==> src/sigmoidPkg.sv <==
package sigmoidPkg;

    // one activation or result code
    localparam int codeWidth = 8;

    typedef logic [codeWidth-1:0] codeT;

    // results per RES row
    localparam int resColumns = 2;

    // SIG row is bias then two activations
    localparam int sigColumns = 3;

    // constant written to SIG column 0
    localparam codeT biasCode = codeT'(255);

    // column index inside one SIG row
    typedef logic [1:0] colT;

endpackage

==> src/sigCmdIf.sv <==
`timescale 1ns/1ps

interface sigCmdIf #(
    parameter int rowCount = 64
);

    localparam int rowBits = $clog2(rowCount);

    // one command per cycle, no stall path
    logic cmdValid;
    logic [rowBits-1:0] row;
    sigmoidPkg::colT col;
    logic last;

    modport sequencer (
        output cmdValid,
        output row,
        output col,
        output last
    );

    modport writer (
        input cmdValid,
        input row,
        input col,
        input last
    );

endinterface

==> src/sigmoidLut.sv <==
`timescale 1ns/1ps

module sigmoidLut (
    input  sigmoidPkg::codeT code,
    output sigmoidPkg::codeT activation
);

    // output for the lowest inputs
    localparam sigmoidPkg::codeT floorCode = sigmoidPkg::codeT'(12);
    localparam int stepCount = 231;

    // entry k is the first input whose output exceeds floorCode + k
    // repeated entries mark output codes the curve skips
    localparam sigmoidPkg::codeT thresholds [stepCount] = '{
        // outputs 12 to 21
        8'd4,   8'd7,   8'd10,  8'd13,  8'd16,  8'd18,  8'd21,  8'd23,  8'd25,  8'd28,
        8'd30,  8'd32,  8'd34,  8'd35,  8'd37,  8'd39,  8'd41,  8'd42,  8'd44,  8'd45,
        8'd47,  8'd48,  8'd50,  8'd51,  8'd53,  8'd54,  8'd55,  8'd57,  8'd58,  8'd59,
        8'd60,  8'd61,  8'd63,  8'd64,  8'd65,  8'd66,  8'd67,  8'd68,  8'd69,  8'd70,
        8'd71,  8'd72,  8'd73,  8'd74,  8'd75,  8'd76,  8'd77,  8'd78,  8'd79,  8'd80,
        8'd81,  8'd82,  8'd83,  8'd83,  8'd84,  8'd85,  8'd86,  8'd87,  8'd88,  8'd88,
        8'd89,  8'd90,  8'd91,  8'd92,  8'd93,  8'd93,  8'd94,  8'd95,  8'd96,  8'd96,
        8'd97,  8'd98,  8'd99,  8'd99,  8'd100, 8'd101, 8'd102, 8'd102, 8'd103, 8'd104,
        // steep middle of the curve, mostly two codes per input step
        8'd105, 8'd105, 8'd106, 8'd107, 8'd107, 8'd108, 8'd109, 8'd110, 8'd110, 8'd111,
        8'd112, 8'd112, 8'd113, 8'd114, 8'd114, 8'd115, 8'd116, 8'd116, 8'd117, 8'd118,
        8'd118, 8'd119, 8'd120, 8'd120, 8'd121, 8'd122, 8'd122, 8'd123, 8'd124, 8'd124,
        8'd125, 8'd126, 8'd126, 8'd127, 8'd128, 8'd128, 8'd129, 8'd130, 8'd131, 8'd131,
        8'd132, 8'd133, 8'd133, 8'd134, 8'd135, 8'd135, 8'd136, 8'd137, 8'd137, 8'd138,
        8'd139, 8'd139, 8'd140, 8'd141, 8'd141, 8'd142, 8'd143, 8'd143, 8'd144, 8'd145,
        8'd145, 8'd146, 8'd147, 8'd147, 8'd148, 8'd149, 8'd150, 8'd150, 8'd151, 8'd152,
        8'd152, 8'd153, 8'd154, 8'd155, 8'd155, 8'd156, 8'd157, 8'd158, 8'd158, 8'd159,
        8'd160, 8'd161, 8'd161, 8'd162, 8'd163, 8'd164, 8'd164, 8'd165, 8'd166, 8'd167,
        8'd168, 8'd169, 8'd169, 8'd170, 8'd171, 8'd172, 8'd173, 8'd174, 8'd174, 8'd175,
        // outputs 192 to 201, input 177 now maps to 194
        8'd176, 8'd177, 8'd178, 8'd179, 8'd180, 8'd181, 8'd182, 8'd183, 8'd184, 8'd185,
        8'd186, 8'd187, 8'd188, 8'd189, 8'd190, 8'd191, 8'd192, 8'd193, 8'd194, 8'd196,
        8'd197, 8'd198, 8'd199, 8'd200, 8'd202, 8'd203, 8'd204, 8'd206, 8'd207, 8'd209,
        8'd210, 8'd212, 8'd213, 8'd215, 8'd216, 8'd218, 8'd220, 8'd222, 8'd223, 8'd225,
        8'd227, 8'd229, 8'd232, 8'd234, 8'd236, 8'd239, 8'd241, 8'd244, 8'd247, 8'd250,
        // 253 and above saturate at 243
        8'd253
    };

    // thresholds ascend, so the last one passed sets the output
    always_comb begin
        activation = floorCode;
        for (int k = 0; k < stepCount; k++) begin
            if (code >= thresholds[k]) begin
                activation = sigmoidPkg::codeT'(floorCode + k + 1);
            end
        end
    end

endmodule

==> src/rowSequencer.sv <==
`timescale 1ns/1ps

module rowSequencer #(
    parameter int rowCount = 64
) (
    input  logic clk,
    input  logic arstN,
    input  logic startSigmoid,
    output logic resReadEn,
    output logic [$clog2(rowCount * sigmoidPkg::resColumns)-1:0] resReadAddress,
    sigCmdIf.sequencer cmd
);

    localparam int rowBits = $clog2(rowCount);
    localparam int resAddrBits = $clog2(rowCount * sigmoidPkg::resColumns);
    localparam sigmoidPkg::colT lastCol = sigmoidPkg::colT'(sigmoidPkg::sigColumns - 1);
    localparam logic [rowBits-1:0] lastRow = rowBits'(rowCount - 1);

    logic busy;
    logic [rowBits-1:0] rowCnt;
    sigmoidPkg::colT colCnt;
    logic rowDone;
    logic runDone;

    assign rowDone = (colCnt == lastCol);
    assign runDone = rowDone && (rowCnt == lastRow);

    // idle waits for start, busy walks rows and columns
    always_ff @(posedge clk or negedge arstN) begin
        if (!arstN) begin
            busy   <= 1'b0;
            rowCnt <= '0;
            colCnt <= '0;
        end else if (!busy) begin
            if (startSigmoid) begin
                busy   <= 1'b1;
                rowCnt <= '0;
                colCnt <= '0;
            end
        end else if (rowDone) begin
            colCnt <= '0;
            if (runDone) begin
                busy <= 1'b0;
            end else begin
                rowCnt <= rowCnt + 1'b1;
            end
        end else begin
            colCnt <= colCnt + 1'b1;
        end
    end

    // one command every busy cycle
    assign cmd.cmdValid = busy;
    assign cmd.row      = rowCnt;
    assign cmd.col      = colCnt;
    assign cmd.last     = busy && runDone;

    // fetch RES entries with the bias and first activation commands
    // so each lands one cycle later for the activation columns
    assign resReadEn      = busy && !rowDone;
    assign resReadAddress = resAddrBits'(rowCnt * sigmoidPkg::resColumns + colCnt);

endmodule

==> src/sigWriter.sv <==
`timescale 1ns/1ps

module sigWriter #(
    parameter int rowCount = 64
) (
    input  logic clk,
    input  logic arstN,
    sigCmdIf.writer cmd,
    input  sigmoidPkg::codeT resReadData,
    output logic sigWriteEn,
    output logic [$clog2(rowCount * sigmoidPkg::sigColumns)-1:0] sigWriteAddress,
    output sigmoidPkg::codeT sigWriteData,
    output logic endSigmoid
);

    localparam int sigAddrBits = $clog2(rowCount * sigmoidPkg::sigColumns);

    sigmoidPkg::codeT activation;
    logic lastQ;

    sigmoidLut i_sigmoidLut (
        .code       (resReadData),
        .activation (activation)
    );

    always_ff @(posedge clk or negedge arstN) begin
        if (!arstN) begin
            sigWriteEn <= 1'b0;
            lastQ      <= 1'b0;
            endSigmoid <= 1'b0;
        end else begin
            sigWriteEn <= cmd.cmdValid;
            lastQ      <= cmd.cmdValid && cmd.last;
            // done follows the final write by one cycle
            endSigmoid <= lastQ;
        end
    end

    // column 0 is the bias, the others take the lookup
    always_ff @(posedge clk) begin
        if (cmd.cmdValid) begin
            sigWriteAddress <= sigAddrBits'(cmd.row * sigmoidPkg::sigColumns + cmd.col);
            sigWriteData    <= (cmd.col == '0) ? sigmoidPkg::biasCode : activation;
        end
    end

endmodule

==> src/sigmoidTop.sv <==
`timescale 1ns/1ps

module sigmoidTop #(
    parameter int rowCount = 64
) (
    input  logic clk,
    input  logic arstN,
    input  logic startSigmoid,
    output logic endSigmoid,
    output logic resReadEn,
    output logic [$clog2(rowCount * sigmoidPkg::resColumns)-1:0] resReadAddress,
    input  sigmoidPkg::codeT resReadData,
    output logic sigWriteEn,
    output logic [$clog2(rowCount * sigmoidPkg::sigColumns)-1:0] sigWriteAddress,
    output sigmoidPkg::codeT sigWriteData
);

    // sequencer to writer command path
    sigCmdIf #(
        .rowCount (rowCount)
    ) i_cmdIf ();

    rowSequencer #(
        .rowCount (rowCount)
    ) i_rowSequencer (
        .clk            (clk),
        .arstN          (arstN),
        .startSigmoid   (startSigmoid),
        .resReadEn      (resReadEn),
        .resReadAddress (resReadAddress),
        .cmd            (i_cmdIf.sequencer)
    );

    sigWriter #(
        .rowCount (rowCount)
    ) i_sigWriter (
        .clk             (clk),
        .arstN           (arstN),
        .cmd             (i_cmdIf.writer),
        .resReadData     (resReadData),
        .sigWriteEn      (sigWriteEn),
        .sigWriteAddress (sigWriteAddress),
        .sigWriteData    (sigWriteData),
        .endSigmoid      (endSigmoid)
    );

endmodule

==> config.mk <==
export PLATFORM = sky130hd
export DESIGN_NAME = sigmoidTop
export DESIGN_NICKNAME = d
export VERILOG_FILES = /design/src/sigmoidPkg.sv /design/src/sigCmdIf.sv /design/src/sigmoidLut.sv /design/src/rowSequencer.sv /design/src/sigWriter.sv /design/src/sigmoidTop.sv
export SDC_FILE = /design/constraint.sdc
export NUM_CORES = 1
export LEC_CHECK = 0
export BUFFER_PORTS_ARGS = -buffer_cell sky130_fd_sc_hd__buf_4
export CORE_MARGIN = 8
export CORE_UTILIZATION = 25
export DETAILED_ROUTE_END_ITERATION = 7
export PLACE_DENSITY = 0.39
export SYNTH_ARGS = -nofsm -noshare
export SYNTH_HDL_FRONTEND = slang
export SYNTH_HIERARCHICAL = 1
export SYNTH_SLANG_ARGS = --single-unit
==> constraint.sdc <==
create_clock -name clk -period 2.5 [get_ports clk]
set_input_delay 0.125 -clock clk [delete_from_list [all_inputs] [get_ports clk]]
set_output_delay 0.125 -clock clk [all_outputs]
set_load 0.01 [all_outputs]
==> implementation parameters, run 1 <==
Parameter                              Value

Run status
  Outcome    completed

Placed design
  Last weighted congestion value of the routability-driven placer    around 1
  HPWL after detailed placement    between 10 and 15 mm
  Placed inst area    around 5000 sq um
  Total of buffers placed on input and output ports    36
  Setup slack after placement    -0.02557 ns

Cells and area
  Count of fill cells added during filler insertion    approximately 1,800
  Antenna diode count    0
  Commonest non-fill, non-tap cell in the layout    sky130_fd_sc_hd__buf_4
  Finished layout cell area    about 5000 sq um
  Area overhead of the layout relative to synthesis    25.41%
  Proportion of layout cells with a drive suffix above 1    24.84%
  Number of nets in the layout    between 600 and 700
  Register area    780.7 sq um
  Commonest cells after routing, fill and taps aside    sky130_fd_sc_hd__buf_4, sky130_fd_sc_hd__nor2_1, sky130_fd_sc_hd__o21ai_0
  Area used by multi-input combinational logic    2920 sq um

Floorplan
  Die X-Extent    around 140 um
  Total die area    ~21,000 sq um
  Number of rows created at floorplan    47
  Area inside the core boundary    ~16,000 sq um
  Die extent in y    about 140 um
  Effective utilization at floorplan    ~25%
  Count of pins on the block boundary    37

Critical path
  Startpoint Class    input port
  Worst R2R Start    i_rowSequencer/cmd.row[1]$_DFFE_PN0P_
  Max Fanout on Critical Path    20
  Critical R2R Capture    i_sigWriter/sigWriteAddress[5]$_DFFE_PP_
  Crit path largest cell delay    between 0.3 and 0.4 ns
  Path depth of the worst reg2reg path    10
  Sequence of cells on the critical path    buf_4 -> buf_4 -> o211a_1 -> nor3_1 -> a21o_1 -> a311oi_1 -> nand2_1 -> a211oi_1 -> o41ai_2 -> or2_2
  Cell repeated most along the worst path    sky130_fd_sc_hd__buf_4
  Minimum setup slack among reg-to-reg paths    between 0.2 and 0.25 ns
  Critical Path AT    ~2.4 ns
  Critical path type    input port to flip-flop
  Crit. End Element    flip-flop
  Required @ worst endpoint    2.51 ns
  Slowest-stage cell, CP    sky130_fd_sc_hd__a211oi_1

Global route
  Maximum number of pins on one net before global-route repair    29
  All-Layer GR Usage    16.93%
  Number of global-route vias before repair    roughly 4,800
  Overflow left after global routing    0
  Antenna violations before repair    0
  Wire length of the first global-routing pass    approximately 27 mm

Timing
  Setup repair after global routing missed its margin    false
  Clk_skew    0.009042 ns
  Final-report max-slew violation count    0
  Maximum operating frequency    around 430 MHz
  Post-route minimum period    between 2 and 2.5 ns
  Headroom to the max-slew limit    between 50% and 60%
  Period utilisation layout    93.46%
  Number of failing hold endpoints at the final stage    0
  Setup-violating endpoint count in the final report    0
  Final setup margin    between 0.15 and 0.2 ns
  Transition at the pin with the smallest max-transition slack    between 0.6 and 0.7 ns

Synth
  Count of state elements after synthesis    28
  Count of distinct cell types in the synthesized netlist    85
  Sequential-to-total area share from yosys stat    approximately a fifth
  Top flip-flop cell by instance count after synthesis    sky130_fd_sc_hd__edfxtp_1
  Number of flops mapped to enable cells by yosys    16
  Post-Syn Instances    approximately 570
  Yosys warnings    6
  Mean instance size in the synthesized netlist    between 7 and 8 sq um
  Async set-reset flop share out of synthesis    42.86%
  Post-synthesis cell area    just over 4000 sq um
  Mapped Nets    about 600

Detailed routing
  Pre-antenna DRT Iters    5
  DR DRC count    0
  Total via count in the routed design    4,911
  WL final    approximately 18 mm
  Antenna-violating nets left    0
  Via-per-instance ratio    approximately 5.7
  Iter 0 DRT Violations    around 520
  Routed wire length per instance    20.37 um

CTS
  H-tree lvl count    1
  CTS Root Cell    sky130_fd_sc_hd__clkbuf_16
  Worst-path clk slew    roughly 0.070 ns
  Cts bufs inserted    3
  TritonCTS clock tree    built
  Post-CTS Resized    0
  Buffer depth of the longest clock path    2
  Source-to-sink clock delay at the later pin of the worst-skew pair    about 0.27 ns
  Post-CTS setup-driven buffer insertion count    0
  Clock tree sinks    28

Min path
  Type of the tightest min-delay check    input port to flip-flop
  Worst Hold Path Cells    3
  Start point of the worst hold path    startSigmoid
  Endpoint of the worst hold path    i_rowSequencer/cmd.cmdValid$_DFF_PN0_

Job
  Max-cap check violation count    0

Pwr
  Total power divided by cell area    about 600 nW/um^2
  Total leakage power    roughly 0.0020 uW
  Worst voltage drop across the vdd grid    0.0003264 V
## metal layers
layer | wire length (um) | up-vias | GRT usage, %
met5 | 0 | - | 0
met4 | 748 | 0 | 8.024
met3 | 1490 | 59 | 2.344
met2 | 7678 | 285 | 26.13
met1 | 7597 | 2299 | 22.76
li1 | - | 2268 | -
## cells in the mapped netlist (13+ instances only)
library cell               instances  area, sq um
sky130_fd_sc_hd__a31oi_1          15        93.84
sky130_fd_sc_hd__clkbuf_1         14        52.55
sky130_fd_sc_hd__o211ai_1         13        97.59
sky130_fd_sc_hd__and2_1           13        81.33
sky130_fd_sc_hd__a21oi_1          42        210.2
sky130_fd_sc_hd__nand2_1          44        165.2
sky130_fd_sc_hd__o21ai_0          51        255.2
sky130_fd_sc_hd__ha_1             15        187.7
sky130_fd_sc_hd__nand2b_1         16        100.1
sky130_fd_sc_hd__inv_1            19        71.32
sky130_fd_sc_hd__nor3_1           14        70.07
sky130_fd_sc_hd__nor2_1           51        191.4
sky130_fd_sc_hd__edfxtp_1         16        480.5
sky130_fd_sc_hd__buf_2            28        140.1
## how the worst max path moves through the flow
stage               slack, ns                             startpoint  depth (start not counted)                                   endpoint
floorplan                0.26  i_rowSequencer/cmd.row[0]$_DFFE_PN0P_                         10   i_sigWriter/sigWriteAddress[5]$_DFFE_PP_
global placement        -0.02                         resReadData[1]                          7  i_sigWriter/sigWriteData[0]$_SDFFCE_PN1P_
detailed placement      -0.03                         resReadData[2]                          7  i_sigWriter/sigWriteData[0]$_SDFFCE_PN1P_
CTS                      0.21  i_rowSequencer/cmd.row[1]$_DFFE_PN0P_                         10   i_sigWriter/sigWriteAddress[5]$_DFFE_PP_
global route             0.06  i_rowSequencer/cmd.row[0]$_DFFE_PN0P_                         10   i_sigWriter/sigWriteAddress[5]$_DFFE_PP_
finish                   0.16                         resReadData[1]                         10  i_sigWriter/sigWriteData[1]$_SDFFCE_PN1P_
## logic make-up after synthesis
kind of cell | after synthesis | share of synthesized area, %
AO/OA/AOI/OAI | 215 | 35.13
buffers and inverters | 78 | 9.652
AND/OR/NAND/NOR | 220 | 28.68
XOR/XNOR | 9 | 1.924
adder cells (fa/ha/maj) | 17 | 5.559
flip-flops | 28 | 19.06
## worst max-delay path, delay by kind of cell
kind | cells | cell delay (ns)
buffers and inverters | 2 | 0.46
AOI/OAI and AO/OA | 5 | 1.24
and+or+nand+nor | 3 | 0.53
## power breakdown
group	internal (uW)	switching, uW	leakage (uW)	total, uW
clock network	279	153	0.0000493	431
logic	843	987	0.00167	1830
registers	702	116	0.000313	818
total	1820	1260	0.00203	3080
## sequential cells by signal, indices dropped and copies added (netlist names)
name,count
i_sigWriter/sigWriteAddress,8
i_sigWriter/sigWriteData,8
i_rowSequencer/cmd.row,6
i_rowSequencer/cmd.col,2
i_rowSequencer/cmd.cmdValid,1
i_sigWriter/endSigmoid,1
i_sigWriter/lastQ,1
i_sigWriter/sigWriteEn,1
## area by class of cell
class	instances	share of cell area, %
multi-input combinational	461	56.84
timing repair buffer	125	19.05
sequential	28	15.20
tap	220	5.358
clock buffer	4	1.948
inverter	22	1.607
## metrics by stage
stage,power [uW],hold WS (ns),setup TNS [ns],cells,util [%]
final,3080,0.1074,0,860,31.54
after global routing,3313,0.1492,0,860,31.54
after CTS,3105,0.1030,0,860,31.54
after detailed placement,2649,-0.02849,-0.04489,855,30.86
after global placement,2667,-0.02770,-0.02619,855,30.86
after floorplan,1969,-0.1706,0,567,-
## timing repair
action,4_1_cts,5_1_grt
endpoints found under the hold margin,12,0
endpoints found under the setup margin,0,0
hold buffers,1,0
Note: power is estimated with default switching activity, not from simulation.
==> run 2: changes to the inputs <==
--- a/config.mk
+++ b/config.mk
@@ -10,7 +10,9 @@
 export CORE_UTILIZATION = 25
 export DETAILED_ROUTE_END_ITERATION = 7
 export PLACE_DENSITY = 0.39
+export RECOVER_POWER = 50
 export SYNTH_ARGS = -nofsm -noshare
 export SYNTH_HDL_FRONTEND = slang
 export SYNTH_HIERARCHICAL = 1
 export SYNTH_SLANG_ARGS = --single-unit
+export TNS_END_PERCENT = 10
==> implementation parameters, run 2 (synthesized netlist as in run 1, its figures left out) <==
Parameter                              Value

Detailed routing
  Pre-antenna DRT Iters    5 (unchanged)
  Iter 0 DRT Violations    548 (+4.6%)
  Total length of routed met2 wires    7.765 mm (+1.1%)
  Antenna-violating nets left    0 (unchanged)
  Metal3 WL    1.628 mm (+9.3%)
  DR DRC count    0 (unchanged)
  WL final    17.54 mm (+0.16%)
  Via-per-instance ratio    5.743 (+0.57%)
  WL met1    7.452 mm (-1.9%)
  Highest metal used    met4
  Routed wire length per instance    20.40 um (+0.16%)
  Total via count in the routed design    4,939 (+0.57%)

Floorplan
  Die X-Extent    144.0 um (unchanged)
  Count of pins on the block boundary    37 (unchanged)
  Number of rows created at floorplan    47 (unchanged)
  Area inside the core boundary    16,290 sq um (unchanged)
  Total die area    20,740 sq um (unchanged)
  Die extent in y    144.0 um (unchanged)
  Effective utilization at floorplan    25.15% (unchanged)

CTS
  Post-CTS Resized    0 (unchanged)
  Source-to-sink clock delay at the later pin of the worst-skew pair    0.27 ns (about the same)
  Post-CTS setup-driven buffer insertion count    0 (unchanged)
  Number of hold buffers added after CTS    1 (unchanged)
  TritonCTS clock tree    built
  H-tree lvl count    1 (unchanged)
  Worst-path clk slew    0.07 ns (about the same)
  Buffer depth of the longest clock path    2 (unchanged)
  Clock tree sinks    28 (unchanged)
  CTS Root Cell    sky130_fd_sc_hd__clkbuf_16
  Cts bufs inserted    3 (unchanged)

Critical path
  Max Fanout on Critical Path    20 (unchanged)
  Crit path largest cell delay    0.35 ns (about the same)
  Critical Path AT    2.34 ns (about the same)
  Crit. End Element    flip-flop
  Slowest-stage cell, CP    sky130_fd_sc_hd__a211oi_1
  Top cell family by delay on the critical path    compound AO/OA/AOI/OAI gates
  Worst setup path end    i_sigWriter/sigWriteData[1]$_SDFFCE_PN1P_
  Buffers plus inverters on the worst setup path    2 (unchanged)
  Crit. Startpoint    resReadData[1]
  Sequence of cells on the critical path    buf_4 -> buf_4 -> o211a_1 -> nor3_1 -> a21o_1 -> a311oi_1 -> nand2_1 -> a211oi_1 -> o41ai_2 -> or2_2
  Critical R2R Capture    i_sigWriter/sigWriteAddress[5]$_DFFE_PP_
  Path depth of the worst reg2reg path    10 (unchanged)
  Worst R2R Start    i_rowSequencer/cmd.row[1]$_DFFE_PN0P_
  Startpoint Class    input port
  Critical path type    input port to flip-flop
  Minimum setup slack among reg-to-reg paths    0.24 ns (about the same)
  Cell repeated most along the worst path    sky130_fd_sc_hd__buf_4
  Required @ worst endpoint    2.51 ns (about the same)
  Critical path depth    10 (unchanged)

Cells and area
  Antenna diode count    0 (unchanged)
  Commonest non-fill, non-tap cell in the layout    sky130_fd_sc_hd__buf_4
  Commonest cells after routing, fill and taps aside    sky130_fd_sc_hd__buf_4, sky130_fd_sc_hd__nor2_1, sky130_fd_sc_hd__o21ai_0
  Number of nets in the layout    669 (unchanged)
  Proportion of layout cells with a drive suffix above 1    21.72% (-3.1 points)
  Area overhead of the layout relative to synthesis    23.58%
  Final instance count without filler cells    860 (unchanged)

Job
  Max-cap check violation count    0 (unchanged)

Timing
  Clk_skew    0.009010 ns (-0.00003186 ns)
  Final-report max-slew violation count    0 (unchanged)
  Maximum operating frequency    430.1 MHz (+0.48%)
  Final setup margin    0.1747 ns (+0.01122 ns)
  Period utilisation layout    93.01% (-0.45 points)
  Setup repair after global routing missed its margin    false
  Headroom to the max-slew limit    7.461% (-49 points)
  Transition at the pin with the smallest max-transition slack    1.388 ns (+0.7361 ns)
  Post-route minimum period    2.325 ns (-0.01122 ns)
  Number of failing hold endpoints at the final stage    0 (unchanged)
  Setup-violating endpoint count in the final report    0 (unchanged)

Global route
  Maximum number of pins on one net before global-route repair    29 (unchanged)
  All-Layer GR Usage    16.93% (unchanged)
  Overflow left after global routing    0 (unchanged)
  Wire length of the first global-routing pass    27.40 mm (unchanged)
  Antenna violations before repair    0 (unchanged)
  Number of global-route vias before repair    4,792 (unchanged)

Placed design
  Last weighted congestion value of the routability-driven placer    0.9774 (unchanged)
  Total of buffers placed on input and output ports    36 (unchanged)
  HPWL after detailed placement    13.60 mm (unchanged)
  Setup slack after placement    -0.02557 ns (unchanged)
  Number of placed instances with taps included    855 (unchanged)

Min path
  Start point of the worst hold path    startSigmoid
  Type of the tightest min-delay check    input port to flip-flop

Pwr
  Switching part of the total power    41.78% (+1.0 points)
  Worst voltage drop across the vdd grid    0.0003256 V (-0.22%)
  Total power divided by cell area    592.2 nW/um^2 (-1.2%)
  Clock network fraction of total power    14.4% (+0.4 points)
  Gate power share    58.4% (-1.0 points)
  Cell-internal power    1745 uW (-4.3%)
  Net switching component of the power    1253 uW (-0.29%)
  Sequential share of power    27.2% (+0.6 points)
  Total leakage power    0.001962 uW (-3.5%)

Run status
  Outcome    completed
==> run 2: how the worst min path moves through the flow <==
stage,end,cells past startpoint
after floorplan,i_rowSequencer/cmd.cmdValid$_DFF_PN0_,0
after global placement,i_sigWriter/sigWriteEn$_DFF_PN0_,1
after detailed placement,i_sigWriter/sigWriteEn$_DFF_PN0_,1
after CTS,i_rowSequencer/cmd.cmdValid$_DFF_PN0_,3
after global routing,i_rowSequencer/cmd.cmdValid$_DFF_PN0_,3
final,i_rowSequencer/cmd.cmdValid$_DFF_PN0_,3
==> run 2: worst register-to-register path, stage by stage (launching register included) <==
cell	delay, ns
sky130_fd_sc_hd__dfrtp_1	0.38
sky130_fd_sc_hd__inv_1	0.08
sky130_fd_sc_hd__fa_1	0.41
sky130_fd_sc_hd__inv_1	0.07
sky130_fd_sc_hd__ha_1	0.21
sky130_fd_sc_hd__inv_1	0.07
sky130_fd_sc_hd__fa_1	0.40
sky130_fd_sc_hd__nor2b_1	0.12
sky130_fd_sc_hd__o21ai_0	0.09
sky130_fd_sc_hd__nand2b_1	0.12
sky130_fd_sc_hd__xor2_1	0.08
==> run 2: final cells by class <==
| type | instances | area [sq um] |
|---|---|---|
| inverters | 22 | 82.58 |
| flip-flops and latches | 28 | 780.7 |
| clock buffers | 4 | 100.1 |
| well taps | 220 | 275.3 |
| repair buffers | 125 | 903.4 |
| fillers | 1786 | 11230 |
| multi-input cells | 461 | 2920 |
==> run 2: per-layer routing <==
layer | vias up | track usage [%]
met2 | 299 | 26.13
met4 | 0 | 8.024
met5 | - | 0
li1 | 2270 | -
met1 | 2315 | 22.76
met3 | 55 | 2.344
==> run 2: metrics by stage <==
step	power [uW]	hold WS (ns)	area, sq um	utilization [%]	TNS, ns
finish	2998	0.1067	5062	31.08	0
detailed placement	2649	-0.02849	5027	30.86	-0.04489
global route	3234	0.1492	5062	31.08	0
global placement	2667	-0.02770	5027	30.86	-0.02619
floorplan	1969	-0.1706	4096	-	0
CTS	3105	0.1030	5137	31.54	0
==> run 2: power groups by stage <==
stage	Combinational [uW]	Clock, uW	Sequential, uW
2_1_floorplan	1110	0	864
3_3_place_gp	1830	0	833
3_5_place_dp	1820	0	830
4_1_cts	1830	451	820
5_1_grt	1930	460	840
6_report	1750	431	816
